## config.mk

```make
export PLATFORM = sky130hd
export DESIGN_NAME = cpuTop
export DESIGN_NICKNAME = d
export VERILOG_FILES = /design/src/hdl/cpuIsaPkg.sv /design/src/hdl/dataPathPkg.sv /design/src/hdl/regFile.sv /design/src/hdl/addrRegFile.sv /design/src/hdl/instrReg.sv /design/src/hdl/alu.sv /design/src/hdl/memory.sv /design/src/hdl/dataPath.sv /design/src/hdl/controlUnit.sv /design/src/hdl/cpuTop.sv
export SDC_FILE = /design/constraint.sdc
export NUM_CORES = 2
export LEC_CHECK = 0
export BUFFER_PORTS_ARGS = -buffer_cell sky130_fd_sc_hd__buf_2
export CORE_MARGIN = 2
export CORE_UTILIZATION = 30
export CTS_BUF_LIST = sky130_fd_sc_hd__clkbuf_2
export DETAILED_ROUTE_END_ITERATION = 8
export HOLD_SLACK_MARGIN = 0.1
export PLACE_DENSITY = 0.5
export SYNTH_ARGS = -nofsm -noshare
export SYNTH_HDL_FRONTEND = slang
export SYNTH_SLANG_ARGS = --single-unit
```

## constraint.sdc

```tcl
create_clock -name CLK -period 16 [get_ports CLK]
set_input_delay 3.2 -clock CLK [delete_from_list [all_inputs] [get_ports CLK]]
set_output_delay 3.2 -clock CLK [all_outputs]
set_load 0.01 [all_outputs]
```

## src/hdl/cpuIsaPkg.sv

```systemverilog
// ISA encodings; opcodes 11 and 12 are no-ops, register codes above 7 name nothing
package cpuIsaPkg;

    localparam int BYTE_W  = 8;   // data and address width
    localparam int INSTR_W = 16;  // two fetch bytes, high first

    typedef logic [BYTE_W-1:0] byte_t;

    typedef enum logic [3:0] {
        OP_BRA = 4'd0,   // pc <- imm
        OP_LD  = 4'd1,   // rx <- imm or M[AR]
        OP_ST  = 4'd2,   // M[AR] <- rx
        OP_MOV = 4'd3,
        OP_AND = 4'd4,
        OP_OR  = 4'd5,
        OP_NOT = 4'd6,
        OP_ADD = 4'd7,
        OP_SUB = 4'd8,
        OP_LSR = 4'd9,
        OP_LSL = 4'd10,
        OP_INC = 4'd13,  // dst <- src1 + 1
        OP_DEC = 4'd14,  // dst <- src1 - 1
        OP_BNE = 4'd15   // pc <- imm when zero clear
    } opcode_e;

    typedef enum logic [3:0] {
        REG_PC     = 4'd0,
        REG_PC_ALT = 4'd1,  // second PC alias
        REG_AR     = 4'd2,
        REG_AR_ALT = 4'd3,  // second AR alias
        REG_R1     = 4'd4,
        REG_R2     = 4'd5,
        REG_R3     = 4'd6,
        REG_R4     = 4'd7
    } regCode_e;

    typedef struct packed {
        logic       spare;     // bit 11, ignored
        logic       addrMode;  // 1 immediate, 0 direct through AR
        logic [1:0] regSel;    // R1..R4
        byte_t      imm;       // target or load value
    } addrForm_t;

    typedef struct packed {
        regCode_e dst;   // bits 11:8
        regCode_e src1;  // bits 7:4, ALU A
        regCode_e src2;  // bits 3:0, ALU B, R1..R4 only
    } regForm_t;

    typedef union packed {
        addrForm_t addrForm;  // BRA LD ST BNE
        regForm_t  regForm;   // ALU group
    } operand_u;

    typedef struct packed {
        opcode_e  opcode;  // top nibble
        operand_u ops;
    } instr_t;

endpackage

```

## src/hdl/dataPathPkg.sv

```systemverilog
// datapath control encodings; the sequencer never selects the srcB memory source
package dataPathPkg;

    typedef enum logic [3:0] {
        ALU_PASS_A,
        ALU_PASS_B,  // store data path
        ALU_AND,
        ALU_OR,
        ALU_NOT_A,
        ALU_ADD,
        ALU_SUB,
        ALU_SHL,     // logical, zero fill
        ALU_SHR,     // logical, zero fill
        ALU_INC_A,
        ALU_DEC_A
    } aluOp_e;

    typedef enum logic [1:0] {
        FUN_HOLD,
        FUN_INCR,
        FUN_LOAD,
        FUN_CLEAR
    } regFun_e;

    typedef enum logic [1:0] {
        SRC_A_IR_LOW,   // immediate byte
        SRC_A_MEM_OUT,  // async memory read
        SRC_A_ALU_OUT
    } srcA_e;  // register file write data

    typedef enum logic [1:0] {
        SRC_B_IR_LOW,
        SRC_B_MEM_OUT,
        SRC_B_ALU_OUT
    } srcB_e;  // PC / AR write data

    localparam logic ARF_SEL_PC = 1'b0;  // address port shows PC
    localparam logic ARF_SEL_AR = 1'b1;  // address port shows AR

    typedef struct packed {
        logic       rfWrEn;
        logic [1:0] rfWrSel;    // R1..R4
        logic [1:0] rfASel;
        logic [1:0] rfBSel;
        regFun_e    arfPcFun;
        regFun_e    arfArFun;
        logic       arfOutSel;  // also the memory address
        logic       irLoadHi;
        logic       irLoadLo;
        aluOp_e     aluOp;
        logic       aluSrcArf;  // A from ARF instead of port A
        logic       flagWr;
        logic       memWr;      // doubles as store strobe
        srcA_e      muxA;
        srcB_e      muxB;
    } ctrlWord_t;

    typedef struct packed {
        cpuIsaPkg::instr_t instr;  // current IR
        logic              zero;   // registered zero flag
    } dpStatus_t;

endpackage

```

## src/hdl/regFile.sv

```systemverilog
// four general registers R1..R4, no read bypass: a write shows up the cycle after
module regFile (
    input  logic             CLK,
    input  logic             rst_i,
    input  logic             wrEn_i,
    input  logic [1:0]       wrSel_i,   // 0 is R1
    input  cpuIsaPkg::byte_t wrData_i,
    input  logic [1:0]       aSel_i,
    input  logic [1:0]       bSel_i,
    output cpuIsaPkg::byte_t aData_o,
    output cpuIsaPkg::byte_t bData_o
);
    import cpuIsaPkg::*;

    byte_t regs [4];  // R1..R4 at index 0..3

    always_ff @(posedge CLK) begin
        if (rst_i) begin
            for (int i = 0; i < 4; i++) begin
                regs[i] <= '0;  // all cleared
            end
        end else if (wrEn_i) begin
            regs[wrSel_i] <= wrData_i;  // one write port
        end
    end

    // two independent read ports
    assign aData_o = regs[aSel_i];
    assign bData_o = regs[bSel_i];

endmodule

```

## src/hdl/addrRegFile.sv

```systemverilog
// PC and AR with one shared read port; both may change in the same cycle from one write bus
module addrRegFile #(
    parameter cpuIsaPkg::byte_t resetPc = '0  // first fetch address
) (
    input  logic                 CLK,
    input  logic                 rst_i,
    input  dataPathPkg::regFun_e pcFun_i,
    input  dataPathPkg::regFun_e arFun_i,
    input  cpuIsaPkg::byte_t     wrData_i,
    input  logic                 outSel_i,  // PC or AR
    output cpuIsaPkg::byte_t     out_o
);
    import cpuIsaPkg::*;
    import dataPathPkg::*;

    byte_t pcReg;
    byte_t arReg;

    // same function set for both registers
    function automatic byte_t applyFun(regFun_e fun, byte_t cur, byte_t din);
        case (fun)
            FUN_INCR:  return cur + 1'b1;  // wraps at 255
            FUN_LOAD:  return din;
            FUN_CLEAR: return '0;
            default:   return cur;         // hold
        endcase
    endfunction

    always_ff @(posedge CLK) begin
        if (rst_i) begin
            pcReg <= resetPc;
            arReg <= '0;
        end else begin
            pcReg <= applyFun(pcFun_i, pcReg, wrData_i);
            arReg <= applyFun(arFun_i, arReg, wrData_i);
        end
    end

    assign out_o = (outSel_i == ARF_SEL_AR) ? arReg : pcReg;  // also memory address

endmodule

```

## src/hdl/instrReg.sv

```systemverilog
// 16-bit IR filled a byte at a time; loading both halves in one cycle is not expected
module instrReg (
    input  logic              CLK,
    input  logic              rst_i,
    input  logic              loadHi_i,  // first fetch byte
    input  logic              loadLo_i,  // second fetch byte
    input  cpuIsaPkg::byte_t  byte_i,
    output cpuIsaPkg::instr_t instr_o
);
    import cpuIsaPkg::*;

    logic [INSTR_W-1:0] irWord;

    always_ff @(posedge CLK) begin
        if (rst_i) begin
            irWord <= '0;
        end else begin
            if (loadHi_i) begin
                irWord[INSTR_W-1:BYTE_W] <= byte_i;  // opcode + first operand nibble
            end
            if (loadLo_i) begin
                irWord[BYTE_W-1:0] <= byte_i;  // imm or src1/src2
            end
        end
    end

    assign instr_o = instr_t'(irWord);

endmodule

```

## src/hdl/alu.sv

```systemverilog
// 8-bit ALU without carry, sign or overflow; only the zero flag is kept, and only on flagWr_i
module alu (
    input  logic                CLK,
    input  logic                rst_i,
    input  dataPathPkg::aluOp_e op_i,
    input  cpuIsaPkg::byte_t    a_i,
    input  cpuIsaPkg::byte_t    b_i,
    input  logic                flagWr_i,
    output cpuIsaPkg::byte_t    result_o,
    output logic                zero_o
);
    import cpuIsaPkg::*;
    import dataPathPkg::*;

    byte_t result;

    always_comb begin
        case (op_i)
            ALU_PASS_A: result = a_i;
            ALU_PASS_B: result = b_i;       // ST data
            ALU_AND:    result = a_i & b_i;
            ALU_OR:     result = a_i | b_i;
            ALU_NOT_A:  result = ~a_i;
            ALU_ADD:    result = a_i + b_i;  // carry dropped
            ALU_SUB:    result = a_i - b_i;
            ALU_SHL:    result = a_i << 1;
            ALU_SHR:    result = a_i >> 1;
            ALU_INC_A:  result = a_i + 1'b1;
            ALU_DEC_A:  result = a_i - 1'b1;
            default:    result = '0;
        endcase
    end

    assign result_o = result;

    // flag lags the result by one edge, BNE reads it next instruction
    always_ff @(posedge CLK) begin
        if (rst_i) begin
            zero_o <= 1'b0;
        end else if (flagWr_i) begin
            zero_o <= (result == '0);
        end
    end

endmodule

```

## src/hdl/memory.sv

```systemverilog
// unified memory, memDepth a power of two up to 256; load port works only while rst_i is high
module memory #(
    parameter int memDepth = 256
) (
    input  logic             CLK,
    input  logic             rst_i,
    input  cpuIsaPkg::byte_t addr_i,
    input  cpuIsaPkg::byte_t wrData_i,
    input  logic             wrEn_i,
    input  logic             loadEn_i,
    input  cpuIsaPkg::byte_t loadAddr_i,
    input  cpuIsaPkg::byte_t loadData_i,
    output cpuIsaPkg::byte_t rdData_o
);
    import cpuIsaPkg::*;

    localparam int addrW = $clog2(memDepth);  // upper address bits alias

    byte_t mem [memDepth];  // contents survive reset

    always_ff @(posedge CLK) begin
        if (rst_i) begin
            if (loadEn_i) begin
                mem[loadAddr_i[addrW-1:0]] <= loadData_i;  // program image
            end
        end else if (wrEn_i) begin
            mem[addr_i[addrW-1:0]] <= wrData_i;  // ST
        end
    end

    assign rdData_o = mem[addr_i[addrW-1:0]];  // async read

endmodule

```

## src/hdl/dataPath.sv

```systemverilog
// register files, IR, ALU, memory and source muxes; store port mirrors memory writes
module dataPath #(
    parameter int               memDepth = 256,
    parameter cpuIsaPkg::byte_t resetPc  = '0
) (
    input  logic                   CLK,
    input  logic                   rst_i,
    input  dataPathPkg::ctrlWord_t ctrl_i,
    output dataPathPkg::dpStatus_t status_o,
    input  logic                   loadEn_i,
    input  cpuIsaPkg::byte_t       loadAddr_i,
    input  cpuIsaPkg::byte_t       loadData_i,
    output logic                   storeEn_o,
    output cpuIsaPkg::byte_t       storeAddr_o,
    output cpuIsaPkg::byte_t       storeData_o
);
    import cpuIsaPkg::*;
    import dataPathPkg::*;

    byte_t  rfAData, rfBData, rfWrData;
    byte_t  arfWrData, arfOut;   // arfOut is the memory address
    byte_t  aluA, aluResult, memRdData, irLow;
    instr_t irWord;
    logic   zeroFlag;

    assign irLow = irWord[BYTE_W-1:0];

    always_comb begin
        case (ctrl_i.muxA)  // register file write data
            SRC_A_IR_LOW:  rfWrData = irLow;
            SRC_A_MEM_OUT: rfWrData = memRdData;
            default:       rfWrData = aluResult;
        endcase
        case (ctrl_i.muxB)  // PC / AR write data
            SRC_B_IR_LOW:  arfWrData = irLow;
            default:       arfWrData = aluResult;
        endcase
    end

    assign aluA = ctrl_i.aluSrcArf ? arfOut : rfAData;

    regFile uRegFile (.CLK, .rst_i, .wrEn_i(ctrl_i.rfWrEn), .wrSel_i(ctrl_i.rfWrSel),
        .wrData_i(rfWrData), .aSel_i(ctrl_i.rfASel), .bSel_i(ctrl_i.rfBSel),
        .aData_o(rfAData), .bData_o(rfBData));

    addrRegFile #(.resetPc(resetPc)) uArf (.CLK, .rst_i, .pcFun_i(ctrl_i.arfPcFun),
        .arFun_i(ctrl_i.arfArFun), .wrData_i(arfWrData), .outSel_i(ctrl_i.arfOutSel),
        .out_o(arfOut));

    instrReg uIr (.CLK, .rst_i, .loadHi_i(ctrl_i.irLoadHi), .loadLo_i(ctrl_i.irLoadLo),
        .byte_i(memRdData), .instr_o(irWord));

    alu uAlu (.CLK, .rst_i, .op_i(ctrl_i.aluOp), .a_i(aluA), .b_i(rfBData),
        .flagWr_i(ctrl_i.flagWr), .result_o(aluResult), .zero_o(zeroFlag));

    memory #(.memDepth(memDepth)) uMem (.CLK, .rst_i, .addr_i(arfOut), .wrData_i(aluResult),
        .wrEn_i(ctrl_i.memWr), .loadEn_i, .loadAddr_i, .loadData_i, .rdData_o(memRdData));

    assign storeEn_o   = ctrl_i.memWr;  // one cycle per ST
    assign storeAddr_o = arfOut;
    assign storeData_o = aluResult;
    assign status_o    = '{instr: irWord, zero: zeroFlag};

endmodule

```

## src/hdl/controlUnit.sv

```systemverilog
// fixed four-cycle sequencer; unknown opcodes and register codes above 7 do nothing in EXECUTE
module controlUnit (
    input  logic                   CLK,
    input  logic                   rst_i,
    input  dataPathPkg::dpStatus_t status_i,
    output dataPathPkg::ctrlWord_t ctrl_o
);
    import cpuIsaPkg::*;
    import dataPathPkg::*;

    typedef enum logic [1:0] {
        FETCH_HI,
        FETCH_LO,
        DECODE,
        EXECUTE
    } cuState_e;

    cuState_e   state;
    opcode_e    opcodeQ;    // decoded fields, valid in EXECUTE
    logic       addrModeQ;
    logic [1:0] regSelQ;
    regCode_e   dstQ;
    regCode_e   src1Q;
    regCode_e   src2Q;
    logic       isRegForm;  // ALU group

    always_ff @(posedge CLK) begin
        if (rst_i) begin
            state <= FETCH_HI;
        end else begin
            case (state)
                FETCH_HI: state <= FETCH_LO;
                FETCH_LO: state <= DECODE;
                DECODE:   state <= EXECUTE;
                default:  state <= FETCH_HI;
            endcase
        end
    end

    // IR is complete after FETCH_LO
    always_ff @(posedge CLK) begin
        if (state == DECODE) begin
            opcodeQ   <= status_i.instr.opcode;
            addrModeQ <= status_i.instr.ops.addrForm.addrMode;
            regSelQ   <= status_i.instr.ops.addrForm.regSel;
            dstQ      <= status_i.instr.ops.regForm.dst;
            src1Q     <= status_i.instr.ops.regForm.src1;
            src2Q     <= status_i.instr.ops.regForm.src2;
        end
    end

    always_comb begin
        ctrl_o.rfWrEn    = 1'b0;
        ctrl_o.rfWrSel   = 2'd0;
        ctrl_o.rfASel    = 2'd0;
        ctrl_o.rfBSel    = 2'd0;
        ctrl_o.arfPcFun  = FUN_HOLD;
        ctrl_o.arfArFun  = FUN_HOLD;
        ctrl_o.arfOutSel = ARF_SEL_PC;  // fetch address
        ctrl_o.irLoadHi  = 1'b0;
        ctrl_o.irLoadLo  = 1'b0;
        ctrl_o.aluOp     = ALU_PASS_A;
        ctrl_o.aluSrcArf = 1'b0;
        ctrl_o.flagWr    = 1'b0;
        ctrl_o.memWr     = 1'b0;
        ctrl_o.muxA      = SRC_A_ALU_OUT;
        ctrl_o.muxB      = SRC_B_ALU_OUT;
        isRegForm        = 1'b0;
        case (state)
            FETCH_HI: begin
                ctrl_o.irLoadHi = 1'b1;
                ctrl_o.arfPcFun = FUN_INCR;
            end
            FETCH_LO: begin
                ctrl_o.irLoadLo = 1'b1;
                ctrl_o.arfPcFun = FUN_INCR;
            end
            EXECUTE: begin
                case (opcodeQ)
                    OP_BRA: begin
                        ctrl_o.arfPcFun = FUN_LOAD;
                        ctrl_o.muxB     = SRC_B_IR_LOW;
                    end
                    OP_BNE: begin
                        if (!status_i.zero) begin  // taken on nonzero
                            ctrl_o.arfPcFun = FUN_LOAD;
                            ctrl_o.muxB     = SRC_B_IR_LOW;
                        end
                    end
                    OP_LD: begin
                        ctrl_o.rfWrEn    = 1'b1;
                        ctrl_o.rfWrSel   = regSelQ;
                        ctrl_o.arfOutSel = ARF_SEL_AR;  // direct form reads M[AR]
                        ctrl_o.muxA      = addrModeQ ? SRC_A_IR_LOW : SRC_A_MEM_OUT;
                    end
                    OP_ST: begin
                        ctrl_o.memWr     = 1'b1;
                        ctrl_o.arfOutSel = ARF_SEL_AR;
                        ctrl_o.rfBSel    = regSelQ;
                        ctrl_o.aluOp     = ALU_PASS_B;
                    end
                    OP_MOV: begin ctrl_o.aluOp = ALU_PASS_A; isRegForm = 1'b1; end
                    OP_AND: begin ctrl_o.aluOp = ALU_AND;    isRegForm = 1'b1; end
                    OP_OR:  begin ctrl_o.aluOp = ALU_OR;     isRegForm = 1'b1; end
                    OP_NOT: begin ctrl_o.aluOp = ALU_NOT_A;  isRegForm = 1'b1; end
                    OP_ADD: begin ctrl_o.aluOp = ALU_ADD;    isRegForm = 1'b1; end
                    OP_SUB: begin ctrl_o.aluOp = ALU_SUB;    isRegForm = 1'b1; end
                    OP_LSR: begin ctrl_o.aluOp = ALU_SHR;    isRegForm = 1'b1; end
                    OP_LSL: begin ctrl_o.aluOp = ALU_SHL;    isRegForm = 1'b1; end
                    OP_INC: begin ctrl_o.aluOp = ALU_INC_A;  isRegForm = 1'b1; end
                    OP_DEC: begin ctrl_o.aluOp = ALU_DEC_A;  isRegForm = 1'b1; end
                    default: ;  // 11, 12 idle
                endcase
                if (isRegForm) begin
                    ctrl_o.flagWr    = 1'b1;
                    ctrl_o.aluSrcArf = (src1Q[3:2] == 2'b00);  // PC/AR codes below 4
                    ctrl_o.arfOutSel = src1Q[1] ? ARF_SEL_AR : ARF_SEL_PC;
                    ctrl_o.rfASel    = src1Q[1:0];
                    ctrl_o.rfBSel    = src2Q[1:0];  // src2 from R1..R4
                    case (dstQ)
                        REG_PC, REG_PC_ALT: ctrl_o.arfPcFun = FUN_LOAD;
                        REG_AR, REG_AR_ALT: ctrl_o.arfArFun = FUN_LOAD;
                        REG_R1, REG_R2, REG_R3, REG_R4: begin
                            ctrl_o.rfWrEn  = 1'b1;
                            ctrl_o.rfWrSel = dstQ[1:0];
                        end
                        default: ;  // no target
                    endcase
                end
            end
            default: ;  // DECODE only latches fields
        endcase
    end

endmodule

```

## src/hdl/cpuTop.sv

```systemverilog
// CPU top; program loads only while rst_i is high, stores appear as one-cycle strobes
module cpuTop #(
    parameter int               memDepth = 256,
    parameter cpuIsaPkg::byte_t resetPc  = '0
) (
    input  logic             CLK,
    input  logic             rst_i,
    input  logic             loadEn_i,
    input  cpuIsaPkg::byte_t loadAddr_i,
    input  cpuIsaPkg::byte_t loadData_i,
    output logic             storeEn_o,
    output cpuIsaPkg::byte_t storeAddr_o,
    output cpuIsaPkg::byte_t storeData_o
);
    import dataPathPkg::*;

    ctrlWord_t ctrl;    // sequencer to datapath
    dpStatus_t status;  // IR and zero flag back

    controlUnit uCtrl (.CLK, .rst_i, .status_i(status), .ctrl_o(ctrl));

    dataPath #(.memDepth(memDepth), .resetPc(resetPc)) uDp (.CLK, .rst_i, .ctrl_i(ctrl),
        .status_o(status), .loadEn_i, .loadAddr_i, .loadData_i, .storeEn_o, .storeAddr_o,
        .storeData_o);

endmodule

```

Yosys cells after proc, flatten, opt, wreduce, memory -nomap -nowiden
Memory sizes are Yosys's and may differ from the RTL's. Cells that the tools add are included.

$add $sub $neg: 6. Equality and inequality tests: 40. Muxes and demuxes: 50. Bitwise gates (word level): 3. Reductions and logical operators: 18.

Operator list (count): one-hot mux 8 bit (11 select lines) (1); == test 4 x 3 -> 1 bit (second input constant) (12); two-way mux 8 bit (6); one-hot mux 8 bit (3 select lines) (2); one-hot mux 4 bit (10 select lines) (1); == test 4 bit (second input constant) (9); adder 8 x 1 -> 8 bit (second input constant) (3); == test 4 x 2 -> 1 bit (second input constant) (6); two-way mux 1 bit (21); two-way mux 2 bit (8); one-hot mux 8 bit (2 select lines) (1); OR reduction 8 bit (2); == test 2 bit (second input constant) (6); == test 4 x 1 -> 1 bit (second input constant) (3); logical NOT 4 bit (3); two-way mux 12 bit (1); one-hot mux 2 bit (2 select lines) (3); two-way mux 11 bit (1); OR reduction 10 bit (1); two-way mux 3 bit (3); adder 8 bit (1); bitwise AND 8 bit (1); == test 2 x 1 -> 1 bit (second input constant) (4); logical NOT 2 bit (4); 10 further kinds (14).

Flip-flop bits (word level): 52. Memory bits (writable): 2080. Input bits: 19. Output and inout port bits: 17. Logic and storage cells: 131. Memories kept: 2.

Memory list: uDp.uMem.mem (words 256, width 8, rd ports 1, clocked after Yosys merged registers in 0, wr ports 1, RTL line memory.sv:19) `byte_t mem [memDepth];`; uDp.uRegFile.regs (words 4, width 8, rd ports 2, clocked after Yosys merged registers in 0, wr ports 4, RTL line regFile.sv:15) `byte_t regs [4];`.

Logic depth before layout (Yosys ltp)
Word-level depth: 12. Mapped depth: 24. Depth with buffers taken out: 20.

Hierarchy
Synthesis repeated with hierarchy kept, for this count alone.

Cells, all modules: 4368. Area, all modules: 85368.1 sq um.

Modules (own cells, without submodules): memory (times used 1, cells an instance 3796, area each 79628.9 sq um, sequential area each 61499.0 sq um); regFile (times used 1, cells an instance 94, area each 1671.6 sq um, sequential area each 960.9 sq um); alu (times used 1, cells an instance 187, area each 1184.9 sq um, sequential area each 20.0 sq um); addrRegFile (times used 1, cells an instance 118, area each 1062.3 sq um, sequential area each 320.3 sq um); controlUnit (times used 1, cells an instance 75, area each 863.3 sq um, sequential area each 460.4 sq um); instrReg (times used 1, cells an instance 52, area each 579.3 sq um, sequential area each 320.3 sq um); dataPath (times used 1, cells an instance 46, area each 377.9 sq um, sequential area each 0.0 sq um).

Worst setup path after synthesis
No wires, ideal clock.

Kind: flip-flop to flip-flop. Start: reg uCtrl.opcodeQ[3]. End: mem uDp.uMem.mem[0][7] (netlist bit), data pin. Setup time: 2.188 ns. Arrival: 14.628 ns. Required time: 13.812 ns. Setup slack: -0.816 ns. Cell stages (with the launch flop): 24. Buffers on the path: 4. Clock period less this slack: 16.816 ns. Cells stage by stage: edfxtp_1 -> buf_2 -> or2_2 -> a21oi_1 -> o21ai_0 -> buf_2 -> a211oi_1 -> o21a_1 -> clkbuf_1 -> and2_1 -> nor2_1 -> o21ai_0 -> a21oi_1 -> a31oi_1 -> ha_1 -> o21ai_0 -> a21oi_1 -> o41ai_1 -> xor2_1 -> mux2_2 -> a22oi_1 -> o211a_1 -> buf_2 -> o21ai_0.

Longest elaborated chain between the ends: 11. Elaborated cells between the ends (all ways): 52. Those cells by class: add/sub: 4; eq/ne: 22; mux: 18; bitwise: 3; reduce/logical: 4; memory: 1.

RTL lines: from (decl) (RTL line controlUnit.sv:19) `opcode_e opcodeQ;`; from (signal assigned) (RTL line controlUnit.sv:43) `opcodeQ <= status_i.instr.opcode;`; == test 4 x 2 -> 1 bit (tied with other cells) (RTL line controlUnit.sv:79) `case (opcodeQ)`; OR reduction 10 bit (no line); two-way mux 1 bit (RTL line controlUnit.sv:79); two-way mux 1 bit (RTL line controlUnit.sv:69) `case (state)`; two-way mux 12 bit (RTL line controlUnit.sv:114) `if (isRegForm) begin`; two-way mux 7 bit or two-way mux 3 bit (tied branches) (RTL line controlUnit.sv:69); memory read (4 x 8 bit) or two-way mux 8 bit (tied branches); two-way mux 8 bit (RTL line dataPath.sv:40) `assign aluA = ctrl_i.aluSrcArf ? arfOut : rfAData;`; subtractor 8 x 1 -> 8 bit (tied with other cells) (RTL line alu.sv:29) `ALU_DEC_A: result = a_i - 1'b1;`; one-hot mux 8 bit (11 select lines) (RTL line alu.sv:18) `case (op_i)`; two-way mux 8 bit (no line) *; to (decl) (RTL line memory.sv:19).

Mark *: on every way between the ends. The rest lies on a longest branch, timed or not. The select of a mux whose other input is x is not followed.

Worst setup path after layout
Start: reg uCtrl.opcodeQ[2]. End: out storeData_o[7].

Longest elaborated chain between the ends: 10. Elaborated cells between the ends (all ways): 46. Those cells by class: add/sub: 4; eq/ne: 22; mux: 13; bitwise: 3; reduce/logical: 3; memory: 1.

RTL lines: == test 4 x 2 -> 1 bit (tied with other cells) (RTL line controlUnit.sv:79); OR reduction 10 bit (no line); two-way mux 1 bit (RTL line controlUnit.sv:79); two-way mux 1 bit (RTL line controlUnit.sv:69); two-way mux 12 bit (RTL line controlUnit.sv:114); two-way mux 7 bit or two-way mux 3 bit (tied branches) (RTL line controlUnit.sv:69); memory read (4 x 8 bit) or two-way mux 8 bit (tied branches); two-way mux 8 bit (RTL line dataPath.sv:40); subtractor 8 x 1 -> 8 bit (tied with other cells) (RTL line alu.sv:29); one-hot mux 8 bit (11 select lines) * (RTL line alu.sv:18); to (decl) (RTL line cpuTop.sv:13) `output cpuIsaPkg::byte_t storeData_o`.

Marked as above.

==> results_dict.tcl <==
set metrics [dict create \
    synth_top_cell_by_area "edfxtp_1" \
    internal_power_mw 9.02 \
    synth-async-reset-ratio_pct 0 \
    drc 0 \
    peakVddDrop_mv 0.135 \
    relSlewSlack_pct 9.32 \
    hold_viol 0 \
    r2r-start "uCtrl.opcodeQ[2]" \
    first_pass_iters 6 \
    io_buffers 35 \
    place_hpwl_mm 170 \
    setup_viol 0 \
    end_kind "primary output" \
    design.core.area_mm2 0.293 \
    pre_cts_ws_ps 6000 \
    drt-total-wl_mm 283 \
    comb_power_share_pct 29.9 \
    synth_cell_type_count 85 \
    p_total_mw 14.2 \
    fin_nets 6466 \
    synth_cells 6086 \
    required_ps 12800 \
    synth_seq_cells 2129 \
    clock_path_buffers 4 \
    clk_latency_ps 1870 \
    hold_path_class "register to register" \
    finalCriticalPeriod_ps 11850 \
    vias 56200 \
    final_antenna_net_count 0 \
    clock.fmax_ghz 0.0844 \
    grt_pass1_vias 54400 \
    wl_per_cell_um 26.4 \
    cts_resized 0 \
    synth-main-ff-cell "edfxtp_1" \
    finalWorstSetupSlack_ps 4150 \
    startpoint_type "register" \
    status "completed" \
    antenna_found_initial 22 \
    r2r_end "uDp.uMem.mem[223][7]" \
    grt-ovfl-total 0 \
    ys_warn_count 0 \
    criticalPathCategory "register to primary output" \
    fin_util_pct 33.3 \
    power.density_mw_per_mm2 146 \
    yosysSeqAreaShare_pct 72.0 \
    rsz0062_at_grt "false" \
    finalMaxSlewViolations 0 \
    avgViaCountPerCell 5.24 \
    dieArea_mm2 0.299 \
    whs_path_depth 0 \
    place.gp.congestion 0.890 \
    crit_fanout 27 \
    cts_hold_buf 0 \
    crit_chain "or2_2 > a21oi_1 > buf_4 > nor3_1 > mux2_2 > nor2b_1 > o21ai_0 > o21ai_0 > a21oi_1 > ha_1 > nor2b_1 > o21ai_0 > a21oi_1 > o41ai_1 > xor2_1 > mux2_2 > a22oi_1 > o211a_1 > inv_1 > buf_2" \
    htree_levels 6 \
    cts_root_buf "clkbuf_2" \
    crit_slowest_cell "edfxtp_1" \
    pwr-share-seq_pct 43.9 \
    clockPowerShare_pct 26.2 \
    cts_buffers 575 \
    start_util_pct 30.1 \
    clkTransAtPathRegs_ps 90 \
    final_area_mm2 0.0975 \
    fin_skew_ps 244 \
    worstMarginPinSlew_ps 1360 \
    fin_cells 10700 \
    synth_top_area_share_pct 71.2 \
    p_sw_mw 5.23 \
    power.share.switching_pct 36.7 \
    area_delta_synth_final_pct 10.5 \
    placed_area_mm2 0.0927 \
    cp_num_buf_inv 3 \
    ioPinCount 36 \
    syn_nets 6118 \
    grt_max_degree 199 \
    grtUsageTotal_pct 18.3 \
    max_stage_delay_ps 990 \
    drive_above_1_share_pct 20.1 \
    arrival_ps 8650 \
    critPathTopFamily "compound AO/OA/AOI/OAI gates" \
    cts_tree "done" \
    period_share_pct 74.1 \
    avgSynthCellArea_um2 14.5 \
    dieWidth_um 547 \
    drt_iter0_drc 6807 \
    critPathLaunch "uCtrl.opcodeQ[2]" \
    ff2ff_path_depth 22 \
    cp.depth 20 \
    synth_edf_count 2094 \
    ys_top_cells_by_area "edfxtp_1 71%, nand2_1 4.3%, mux2i_1 3.7%" \
    dp.cells 9776 \
    fillerInstances 29200 \
    dieHeight_um 547 \
    cts_setup_buffers 0 \
    r2r_setup_slack_ps 6730 \
    cap_violations 0 \
    endpoint "storeData_o[7]" \
    grt_pass1_wl_mm 400 \
    num_rows 199 \
    p_leak_nw 32.6 \
    clock_sinks 2129 \
    netlist_area_mm2 0.0883 \
]
==> metrics by stage <==
step,hold slack (ps),setup TNS [ps]
floorplan,409,-97020
global placement,416,0
detailed placement,416,0
CTS,404,0
global route,426,0
finish,435,0
==> worst min path at each step <==
stage	slack, ps	startpoint	endpoint
global route	430	uDp.uIr.instr_o[12]	uCtrl.opcodeQ[0]
detailed placement	420	uDp.uIr.instr_o[9]	uCtrl.dstQ[1]
floorplan	410	uDp.uIr.instr_o[15]	uCtrl.opcodeQ[3]
CTS	400	uDp.uIr.instr_o[12]	uCtrl.opcodeQ[0]
finish	440	uDp.uIr.instr_o[12]	uCtrl.opcodeQ[0]
global placement	420	uDp.uIr.instr_o[11]	uCtrl.dstQ[3]
==> placed cells by master (no fill, tap or decap), types with 11 or more instances in the layout <==
master     Yosys  routed
clkinv_1       1      60
ha_1          12      12
nand2_1     1015    1003
edfxtp_1    2094    2094
nor3_1        44      44
buf_4         51     126
nand3_1      304     304
mux4_2        97      97
and3_1        43      43
o32a_1        20      20
clkbuf_2       0     837
o211ai_1      42      42
buf_2        111      35
o221ai_1      16      15
o22ai_1       78      78
a31oi_1       65      62
nor4_1        11      11
o21ai_0       74      68
mux2_2       142     142
nand2b_1      22      22
a2111oi_0     48      46
o32ai_1       15      14
a32oi_1       48      48
a221o_1       18      18
o2111ai_1     67      67
a222oi_1      32      32
inv_2          2      19
inv_1         70      70
or3_1         14      14
nor2b_1       16      16
a21oi_1      250     248
nor2_1       412     411
and2_1        26      24
mux2i_1      326     322
dfxtp_1       35      35
diode_2        0      12
a221oi_1      30      30
a211oi_1      43      43
==> synthesized netlist by cell type (all sizes together), types with 9 or more instances <==
| cell type | n |
|---|---|
| o32a | 21 |
| and3 | 43 |
| a21oi | 250 |
| nor4 | 17 |
| mux4 | 97 |
| o22ai | 78 |
| ha | 12 |
| a22oi | 10 |
| a221oi | 30 |
| or3 | 14 |
| mux2i | 326 |
| a32oi | 48 |
| dfxtp | 35 |
| nand3 | 305 |
| o21a | 9 |
| nor2b | 16 |
| o221ai | 16 |
| edfxtp | 2094 |
| o31ai | 9 |
| a211oi | 43 |
| nand4 | 10 |
| buf | 229 |
| a2111oi | 49 |
| a21o | 9 |
| inv | 72 |
| a221o | 18 |
| o21ai | 82 |
| nand2b | 22 |
| clkbuf | 169 |
| nor2 | 414 |
| o211ai | 42 |
| a31oi | 65 |
| mux2 | 143 |
| nor3b | 9 |
| nand2 | 1016 |
| a222oi | 32 |
| nor3 | 44 |
| o2111ai | 67 |
| o32ai | 15 |
| and2 | 26 |
==> registers in the layout, summed over array words and instances, names as in the netlist <==
signal,flops
uDp.uIr.instr_o,16
uDp.uMem.mem,2048
uDp.uAlu.zero_o,1
uDp.uArf.arReg,8
uDp.uRegFile.regs,32
uCtrl.src1Q,4
uDp.uArf.pcReg,8
uCtrl.opcodeQ,4
uCtrl.src2Q,2
uCtrl.dstQ,4
uCtrl.state,2
==> cells by family (layout without fill, tap and decap cells) <==
logic type | count (synthesis) | count (layout) | synth area share [%]
compound gates | 938 | 938 | 7.51
xor+xnor | 12 | 12 | 0.119
fa+ha+maj | 13 | 13 | 0.193
buf+inv | 472 | 1173 | 2.79
flops | 2129 | 2129 | 72.0
mux | 566 | 566 | 7.99
other cells | 0 | 12 | 0
simple gates | 1956 | 1956 | 9.40
==> layer usage <==
| layer | vias to the layer above | global-route usage, % | wire (µm) |
|---|---|---|---|
| met2 | 2670 | 28.2 | 129000 |
| met1 | 28600 | 25.5 | 122000 |
| met4 | 4 | 6.62 | 8970 |
| met5 | - | 0 | 23 |
| li1 | 24400 | - | - |
| met3 | 521 | 3.90 | 23400 |
==> power by group through the flow <==
stage          Clock (mW)  Combinational, mW  Sequential [mW]
2_1_floorplan           0               2.94             6.39
3_3_place_gp            0               4.24             6.38
3_5_place_dp            0               4.25             6.38
4_1_cts              3.83               4.26             6.26
5_1_grt              4.10               4.53             6.26
6_report             3.73               4.26             6.26
==> layout make-up <==
class                   count  area, µm²  area share [%]
clock inverters            93        584           0.599
well taps                3919       4900            5.03
flip-flops and latches   2129      63600            65.2
multi-input cells        3485      22700            23.2
inverters                  74        302           0.309
repair buffers            169       1280            1.31
clock buffers             837       4190            4.29
diodes                     12       30.0          0.0308
Note: power is estimated with default switching activity, not from simulation.
